--- config.mk ---
export PLATFORM = sky130hd
export DESIGN_NAME = fetch_top
export DESIGN_NICKNAME = d
export VERILOG_FILES = /design/src/hdl/icache_pkg.sv /design/src/hdl/fetch_top.sv /design/src/hdl/fetch_unit.sv /design/src/hdl/icache_direct.sv /design/src/hdl/icache_bram_1r1w.sv
export VERILOG_INCLUDE_DIRS = /design/src /design/src/hdl
export SDC_FILE = /design/constraint.sdc
export NUM_CORES = 2
export LEC_CHECK = 0
export BUFFER_PORTS_ARGS = -buffer_cell sky130_fd_sc_hd__buf_2
export CAP_MARGIN = 30
export CORE_MARGIN = 2
export CORE_UTILIZATION = 34
export CTS_BUF_LIST = sky130_fd_sc_hd__clkbuf_8
export CTS_CLUSTER_DIAMETER = 30
export DETAILED_ROUTE_END_ITERATION = 12
export GPL_TIMING_DRIVEN = 0
export PLACE_DENSITY = 0.47
export SETUP_SLACK_MARGIN = 0.3
export SKIP_LAST_GASP = 1
export SYNTH_ARGS = -nofsm -noshare
export SYNTH_HDL_FRONTEND = slang
export SYNTH_HIERARCHICAL = 1
export SYNTH_SLANG_ARGS = --single-unit
--- constraint.sdc ---
create_clock -name i_clock -period 17.4 [get_ports i_clock]
set_clock_uncertainty 0.15 [all_clocks]
set_input_delay 4.35 -clock i_clock [delete_from_list [all_inputs] [get_ports i_clock]]
set_output_delay 4.35 -clock i_clock [all_outputs]
set_load 0.02 [all_outputs]
--- src/hdl/icache_defs.svh ---
/* Instruction cache geometry */

`ifndef ICACHE_DEFS_SVH
`define ICACHE_DEFS_SVH

// Set index bits for lines of one word each.
`define ICACHE_SET_BITS 6

// Tag bits left over from a word address.
`define ICACHE_TAG_BITS (30 - `ICACHE_SET_BITS)

// Program counter after reset.
`define RESET_VECTOR 32'h0000_1000

`endif
--- src/hdl/icache_pkg.sv ---
/* Instruction fetch types */

`default_nettype none

`include "icache_defs.svh"

package icache_pkg;

	// Instruction or data word.
	typedef logic [31:0] word_t;

	// Byte address.
	typedef logic [31:0] addr_t;

	// One cache line as stored in the block RAM.
	typedef struct packed {
		logic valid;
		logic [`ICACHE_TAG_BITS-1:0] tag;
		word_t data;
	} cache_entry_t;

	// Cache controller states.
	typedef enum logic [1:0] {
		ST_CLEAR,
		ST_LOOKUP,
		ST_REFILL
	} icache_state_t;

endpackage

`default_nettype wire

--- src/hdl/fetch_top.sv ---
/* Fetch front end top level */

`default_nettype none

`include "icache_defs.svh"

module fetch_top (
	input logic i_clock,
	input logic i_reset,

	// Pipeline control.
	input logic i_stall,
	input logic i_redirect_valid,
	input icache_pkg::addr_t i_redirect_pc,

	// Delivered instruction.
	output logic o_instr_valid,
	output icache_pkg::word_t o_instr,
	output icache_pkg::addr_t o_instr_pc,

	// Memory bus.
	output logic o_bus_request,
	output icache_pkg::addr_t o_bus_address,
	input logic i_bus_ready,
	input icache_pkg::word_t i_bus_rdata,

	output logic [31:0] o_refill_count
);
	import icache_pkg::*;

	localparam int SET_BITS = `ICACHE_SET_BITS;

	// Fetch unit to cache.
	addr_t fetch_pc;
	logic cache_ready;
	word_t cache_rdata;

	// Cache to RAM.
	logic [SET_BITS-1:0] ram_rd_address;
	cache_entry_t ram_rd_data;
	logic ram_wr_enable;
	logic [SET_BITS-1:0] ram_wr_address;
	cache_entry_t ram_wr_data;

	fetch_unit u_fetch (
		.i_clock(i_clock),
		.i_reset(i_reset),
		.o_fetch_pc(fetch_pc),
		.i_cache_ready(cache_ready),
		.i_cache_rdata(cache_rdata),
		.i_stall(i_stall),
		.i_redirect_valid(i_redirect_valid),
		.i_redirect_pc(i_redirect_pc),
		.o_instr_valid(o_instr_valid),
		.o_instr(o_instr),
		.o_instr_pc(o_instr_pc)
	);

	icache_direct #(
		.SET_BITS(SET_BITS)
	) u_cache (
		.i_clock(i_clock),
		.i_reset(i_reset),
		.i_fetch_pc(fetch_pc),
		.o_ready(cache_ready),
		.o_rdata(cache_rdata),
		.o_bus_request(o_bus_request),
		.o_bus_address(o_bus_address),
		.i_bus_ready(i_bus_ready),
		.i_bus_rdata(i_bus_rdata),
		.o_ram_rd_address(ram_rd_address),
		.i_ram_rd_data(ram_rd_data),
		.o_ram_wr_enable(ram_wr_enable),
		.o_ram_wr_address(ram_wr_address),
		.o_ram_wr_data(ram_wr_data),
		.o_refill_count(o_refill_count)
	);

	icache_bram_1r1w #(
		.WIDTH($bits(cache_entry_t)),
		.DEPTH(1 << SET_BITS)
	) u_ram (
		.i_clock(i_clock),
		.i_rd_address(ram_rd_address),
		.o_rd_data(ram_rd_data),
		.i_wr_enable(ram_wr_enable),
		.i_wr_address(ram_wr_address),
		.i_wr_data(ram_wr_data)
	);

endmodule

`default_nettype wire

--- src/hdl/fetch_unit.sv ---
/* Instruction fetch unit */

`default_nettype none

`include "icache_defs.svh"

module fetch_unit (
	input logic i_clock,
	input logic i_reset,

	// Cache side.
	output icache_pkg::addr_t o_fetch_pc,
	input logic i_cache_ready,
	input icache_pkg::word_t i_cache_rdata,

	// Pipeline control.
	input logic i_stall,
	input logic i_redirect_valid,
	input icache_pkg::addr_t i_redirect_pc,

	// Delivered instruction.
	output logic o_instr_valid,
	output icache_pkg::word_t o_instr,
	output icache_pkg::addr_t o_instr_pc
);
	import icache_pkg::*;

	addr_t pc;
	logic take;

	// A word is taken when the cache has it and nothing holds the pc.
	assign take = i_cache_ready && !i_stall && !i_redirect_valid;

	// Redirect wins over the sequential step.
	always_ff @(posedge i_clock) begin
		if (i_reset) begin
			pc <= `RESET_VECTOR;
		end else if (i_redirect_valid) begin
			pc <= {i_redirect_pc[31:2], 2'b00};
		end else if (take) begin
			pc <= pc + 32'd4;
		end
	end

	assign o_fetch_pc = pc;

	// Word goes out with the pc it was fetched from.
	assign o_instr_valid = take;
	assign o_instr = i_cache_rdata;
	assign o_instr_pc = pc;

endmodule

`default_nettype wire

--- src/hdl/icache_direct.sv ---
/* Direct-mapped instruction cache */

`default_nettype none

`include "icache_defs.svh"

module icache_direct #(
	parameter int SET_BITS = `ICACHE_SET_BITS
)(
	input logic i_clock,
	input logic i_reset,

	// Fetch side.
	input icache_pkg::addr_t i_fetch_pc,
	output logic o_ready,
	output icache_pkg::word_t o_rdata,

	// Memory bus.
	output logic o_bus_request,
	output icache_pkg::addr_t o_bus_address,
	input logic i_bus_ready,
	input icache_pkg::word_t i_bus_rdata,

	// Line storage.
	output logic [SET_BITS-1:0] o_ram_rd_address,
	input icache_pkg::cache_entry_t i_ram_rd_data,
	output logic o_ram_wr_enable,
	output logic [SET_BITS-1:0] o_ram_wr_address,
	output icache_pkg::cache_entry_t o_ram_wr_data,

	output logic [31:0] o_refill_count
);
	import icache_pkg::*;

	localparam int TAG_BITS = 30 - SET_BITS;

	icache_state_t state;
	logic [SET_BITS-1:0] clear_set;

	logic [SET_BITS-1:0] pc_set;
	logic [TAG_BITS-1:0] pc_tag;
	logic [SET_BITS-1:0] rd_set_q;
	logic set_match;
	logic hit;
	logic miss;

	logic refill_write;
	logic refill_settle;
	logic [SET_BITS-1:0] refill_set;
	logic [TAG_BITS-1:0] refill_tag;
	word_t refill_data;

	assign pc_set = i_fetch_pc[SET_BITS+1:2];
	assign pc_tag = i_fetch_pc[31:SET_BITS+2];

	// The entry on the RAM output belongs to the set read last cycle.
	assign set_match = (rd_set_q == pc_set);

	assign hit = (state != ST_CLEAR) && set_match &&
		i_ram_rd_data.valid && (i_ram_rd_data.tag == pc_tag);

	// New refills start from lookup only, so one is in flight at a time.
	assign miss = (state == ST_LOOKUP) && set_match && !hit;

	assign o_ready = hit;
	assign o_rdata = i_ram_rd_data.data;

	// On a hit read the next set ahead for sequential code.
	always_comb begin
		if (state == ST_CLEAR) begin
			o_ram_rd_address = '0;
		end else if (hit) begin
			o_ram_rd_address = pc_set + SET_BITS'(1);
		end else begin
			o_ram_rd_address = pc_set;
		end
	end

	// Write port is shared by clearing and refill.
	always_comb begin
		o_ram_wr_enable = 1'b0;
		o_ram_wr_address = refill_set;
		o_ram_wr_data = '0;
		if (state == ST_CLEAR) begin
			o_ram_wr_enable = 1'b1;
			o_ram_wr_address = clear_set;
		end else if (refill_write) begin
			o_ram_wr_enable = 1'b1;
			o_ram_wr_data.valid = 1'b1;
			o_ram_wr_data.tag = refill_tag;
			o_ram_wr_data.data = refill_data;
		end
	end

	// Control state.
	always_ff @(posedge i_clock) begin
		if (i_reset) begin
			state <= ST_CLEAR;
			clear_set <= '0;
			o_bus_request <= 1'b0;
			refill_write <= 1'b0;
			refill_settle <= 1'b0;
			o_refill_count <= '0;
		end else begin
			case (state)
				ST_CLEAR: begin
					clear_set <= clear_set + SET_BITS'(1);
					if (clear_set == '1) begin
						state <= ST_LOOKUP;
					end
				end
				ST_LOOKUP: begin
					if (miss) begin
						state <= ST_REFILL;
						o_bus_request <= 1'b1;
					end
				end
				ST_REFILL: begin
					if (o_bus_request && i_bus_ready) begin
						o_bus_request <= 1'b0;
						refill_write <= 1'b1;
					end
					if (refill_write) begin
						refill_write <= 1'b0;
						refill_settle <= 1'b1;
						o_refill_count <= o_refill_count + 32'd1;
					end
					// Wait until a read of the written line has passed.
					if (refill_settle) begin
						refill_settle <= 1'b0;
						state <= ST_LOOKUP;
					end
				end
				default: begin
					state <= ST_CLEAR;
				end
			endcase
		end
	end

	// Datapath registers.
	always_ff @(posedge i_clock) begin
		rd_set_q <= o_ram_rd_address;
		if (miss) begin
			o_bus_address <= {i_fetch_pc[31:2], 2'b00};
			refill_set <= pc_set;
			refill_tag <= pc_tag;
		end
		if (o_bus_request && i_bus_ready) begin
			refill_data <= i_bus_rdata;
		end
	end

endmodule

`default_nettype wire

--- src/hdl/icache_bram_1r1w.sv ---
/* Block RAM, one read and one write port */

`default_nettype none

module icache_bram_1r1w #(
	parameter int WIDTH = 32,
	parameter int DEPTH = 64
)(
	input logic i_clock,

	// Read port with one cycle of latency.
	input logic [$clog2(DEPTH)-1:0] i_rd_address,
	output logic [WIDTH-1:0] o_rd_data,

	// Write port.
	input logic i_wr_enable,
	input logic [$clog2(DEPTH)-1:0] i_wr_address,
	input logic [WIDTH-1:0] i_wr_data
);

	logic [WIDTH-1:0] mem [DEPTH];

	// Write on the clock edge.
	always_ff @(posedge i_clock) begin
		if (i_wr_enable) begin
			mem[i_wr_address] <= i_wr_data;
		end
	end

	// Registered read. It returns the old contents when the same
	// address is written in that cycle.
	always_ff @(posedge i_clock) begin
		o_rd_data <= mem[i_rd_address];
	end

endmodule

`default_nettype wire

Word level (Yosys, flattened, before mapping)
Memory sizes are Yosys's and may differ from the RTL's. A register that Yosys moved wholly into a read port is not among the register bits.
Index checks and enable logic that the tools add are counted.

operators by class
  add/sub/neg operators = 4
  eq/ne operators = 9
  multiplexer cells = 21
  reductions and logical operators = 19

operators by type and width
  kind                                                                      number
  57-bit 2-to-1 mux                                                         2
  32-bit 2-to-1 mux                                                         2
  32-bit by 1-bit adder with 32-bit output (second input constant)          1
  32-bit by 3-bit adder with 32-bit output (second input constant)          1
  24-bit == test                                                            1
  6-bit 2-to-1 mux                                                          3
  6-bit by 1-bit adder with 6-bit output (second input constant)            2
  1-bit 2-to-1 mux                                                          9
  1-bit logical AND                                                         8
  6-bit == test                                                             1
  6-bit == test (second input constant)                                     1
  2-bit 2-to-1 mux                                                          3
  2-bit by 1-bit inequality test with 1-bit output (second input constant)  3
  2-bit case mux with 3 select lines                                        1
  3-bit AND reduction                                                       2
  2-bit nonzero test                                                        3
  1-bit logical NOT                                                         3
  2-bit by 1-bit == test with 1-bit output (second input constant)          1
  2-bit == test (second input constant)                                     1
  2-bit logical NOT                                                         1
  2-bit inequality test (second input constant)                             1
  1-bit case mux with 2 select lines                                        1
  2-bit AND reduction                                                       1
  2-bit OR reduction                                                        1

word-level totals
  register bits after elaboration = 173
  RAM bits = 3648
  input bits = 69
  output and inout bits = 130
  memories = 1

memories
  name       words  bits a word  rd ports  clocked after Yosys merged registers in  write ports  RTL line                RTL
  u_ram.mem  64     57           1         1                                        1            icache_bram_1r1w.sv:21  logic [WIDTH-1:0] mem [DEPTH];

Depth between registers and ports, before layout
  depth after elaboration = 8
  depth in mapped cells = 17
  depth with buffers taken out = 11

Cells and area by module
Netlist, hierarchy kept.

modules (own cells, without submodules)
  module            instances  cells an instance  area an instance (sq um)
  icache_bram_1r1w  1          5760               139525.1
  icache_direct     1          484                5098.6
  fetch_unit        1          286                2309.7

Least setup slack after synthesis
OpenSTA, ideal clock, no wires.

  path kind = input-to-output
  start point = input port i_redirect_valid
  end point = output port o_instr_valid
  data arrival time = 4.841 ns
  required time = 12.900 ns
  slack = 8.059 ns
  stages on the path = 2
  buffers on the path = 1
  cell sequence = clkbuf_1 -> nor2_1

on the way
  longest elaborated chain between the ends = 2

RTL lines
  what               RTL line          RTL
  start, declared    fetch_top.sv:13   input logic i_redirect_valid,
  1-bit logical NOT  fetch_unit.sv:32  assign take = i_cache_ready && !i_stall && !i_redirect_valid;
  1-bit logical AND  fetch_unit.sv:32
  end, declared      fetch_top.sv:17   output logic o_instr_valid,

Every way passes these cells.

Final worst setup path
Same ends and word-level chain as after synthesis.

==> metrics.md <==
| Metric | Value |
|---|---|
| Multi-input gate area | 0.03067 mm² |
| Fin nets | 7979 |
| Die Width | 661.4 µm |
| Syn-to-layout area delta | 23.26% |
| Hold depth | 2 |
| # DRC | 0 |
| Switching pwr | 4.646 mW |
| Vias in the first global route | 79480 |
| Final hold vios | 0 |
| Comb pwr share | 1.4% |
| Initial antenna violation count | 49 |
| # Max-Cap Violations | 0 |
| Number of routed nets with antenna violations | 0 |
| Worst path slowest cell | nor2_1 |
| Sw Share | 21.77% |
| Critical Path Max Stage Delay | 810 ps |
| Synthesized area per cell | 22.51 µm² |
| Layout cell share with drive strength beyond 1 | 37.90% |
| Peak Freq | 95.35 MHz |
| Register area | 0.1141 mm² |
| Overflow after GRT | 0 |
| Internal power | 16.69 mW |
| Clock share of power | 51.1% |
| # H-tree levels | 6 |
| Largest net degree at the start of global routing | 65 |
| Max IR drop VDD | 69.20 µV |
| First-pass GRT wire length | 687800 µm |
| 1st-pass router iterations | 7 |
| Clock Latency Late Sink | 1250 ps |
| Reg2reg end | u_ram/o_rd_data[25] |
| CP top delay family | buffers and inverters |
| Fin area | 0.1811 mm² |
| FILL cells | 37830 |
| Highest net fanout along the worst path | 10 |
| YS warnings | 6 |
| Period Utilization, post-route | 60.27% |
| Critical path buffers and inverters | 3 |
| Root buf cell | clkbuf_8 |
| CTS buffer count | 839 |
| Seq pwr share | 47.5% |
| Final min period | 10490 ps |
| Die height | 661.4 µm |
| CP endpoint kind | output pin |
| Setup violators final | 0 |
| Die area | 0.4374 mm² |
| Total GRT Usage | 23.32% |
| Detailed Route WL | 517000 µm |
| Status | complete, no violations |
| CTS tree | done |
| Hold WC Path Type | flop to flop |
| Area of the mapped netlist | 0.1469 mm² |
| Routed via count | 79010 |
| Starting DRT DRC Count | 10320 |
| Max Slew Vio Count | 0 |
| Resized cells post-CTS | 0 |
| Critical Path Start Type | input pin |
| Post-DP HPWL | 356100 µm |
| Cell Chain, Critical Path | buf_2 > clkbuf_1 > nor2_1 > buf_2 |
| Worst slew margin | 24.82% |
| Critical path's most frequent cell | buf_2 |
| Worst r2r path cells | 14 |
| Worst-path clk slew | 50 ps |
| RSZ-0062 raised after global routing | no |
| Placed cell area | 0.1621 mm² |
| Critical path depth | 4 |
| RePlAce Congestion | 0.8561 |
| PD cells | 117.8 mW/mm² |
| Cells after synthesis | 6528 |
| Initial core utilization | 34.12% |
| CP arrival | 5990 ps |
| Final TNS setup | 0 ps |
| Worst hold start | u_cache/o_refill_count[16] |
| IO buf count | 192 |
| WP data required | 12900 ps |
| Crit Path Category | input pin to output pin |
| Cts hold-fix bufs | 0 |
| Hold endpoint | u_cache/o_refill_count[16] |
| Clock Sinks | 3846 |
| Setup slack, reg-to-reg | 10130 ps |
| Vias per cell | 5.500 |
| Post-CTS setup buffer count | 0 |
| DR WL/cell | 35.99 µm |
| Rows | 241 |
| Worst slew pin tran | 1128 ps |
| # IOs | 199 |
| CTS Buffer Depth | 4 |
| Static leakage | 58.86 nW |
| Reg-to-reg startpoint | u_fetch/o_fetch_pc[15] |
| Core area | 0.4306 mm² |
worst max-delay path by stage:
stage | startpoint | end | slack, ps
floorplan | i_redirect_valid | o_instr_valid | 8060
global placement | u_cache/state[1] | u_ram/mem[49][12] | 2000
detailed placement | i_redirect_valid | o_instr_valid | 6920
CTS | i_redirect_valid | o_instr_valid | 6920
global route | i_redirect_valid | o_instr_valid | 6920
finish | i_redirect_valid | o_instr_valid | 6910
area by class of cell:
| cell class | instances | area share [%] |
|---|---|---|
| antenna | 27 | 0.03731 |
| buffer | 452 | 1.458 |
| clock buffer | 860 | 6.536 |
| clock inverter | 703 | 3.833 |
| inverter | 17 | 0.03524 |
| multi-input combinational | 2215 | 16.94 |
| sequential | 3846 | 63.02 |
| tap | 5710 | 3.945 |
| timing repair buffer | 535 | 4.195 |
state kept, by name (all words and copies together), names as in the netlist:
signal                  count
u_cache/o_bus_request       1
u_cache/refill_set          5
u_ram/mem                3648
u_cache/refill_data        32
u_cache/rd_set_q            6
u_cache/o_bus_address       1
u_cache/state               2
u_cache/refill_tag         24
u_fetch/o_fetch_pc         30
u_cache/refill_settle       1
u_cache/clear_set           6
u_ram/o_rd_data            57
u_cache/refill_write        1
u_cache/o_refill_count     32
cell usage in the layout (no fill, tap or decap), drive strengths merged, types with 7 or more instances in the layout:
cell and n:
edfxtp 3710, clkbuf 1027, mux4 998, buf 820
clkinv 337, nor2 207, inv 201, o22ai 171
nand2 139, dfxtp 136, bufinv 121, mux2i 89
and3 64, clkinvlp 61, a21oi 55, o21ai 46
nand3 43, mux2 42, xor2 39, xnor2 33
a31oi 30, diode 27, o221ai 26, nand4 25
o22a 19, nor3 19, or3 18, nand2b 15
a311oi 15, a211o 12, or4 11, nor2b 10
a211oi 10, o31ai 9, and4 9, or2 9
nor4 7
routing by layer:
| layer | track usage (%) | up-vias | share of wire (%) |
|---|---|---|---|
| met3 | 4.078 | 885 | 7.7 |
| met4 | 10.84 | 8 | 5.1 |
| met5 | 0 | - | 0.0099 |
| met2 | 37.17 | 4143 | 47 |
| met1 | 31.21 | 43270 | 40 |
| li1 | - | 30710 | - |
through the flow:
step / hold WS [ps] / setup WS, ps / power, mW / util (%) / instances
global placement: 321.8 / 2001 / 10.61 / 36.00 / 12430
floorplan: 311.5 / 8059 / 10.44 / - / 6530
global route: 377.1 / 6924 / 21.96 / 42.05 / 14360
detailed placement: 345.2 / 6925 / 10.62 / 37.64 / 12770
finish: 344.9 / 6912 / 21.34 / 42.06 / 14370
CTS: 352.0 / 6924 / 21.51 / 42.00 / 14330
power by group through the flow:
stage	Clock, mW	Sequential [mW]	Combinational [mW]
after floorplan	0	10.3	0.148
after global placement	0	10.3	0.279
after detailed placement	0	10.3	0.303
after CTS	11.1	10.1	0.304
after global routing	11.5	10.1	0.311
final	10.9	10.1	0.302
tightest hold or removal path: stages (launching register included):
cell	delay [ps]
dfxtp_1	320
o21ai_0	70
a21oi_1	60
Power figures use the tool's default switching activity.
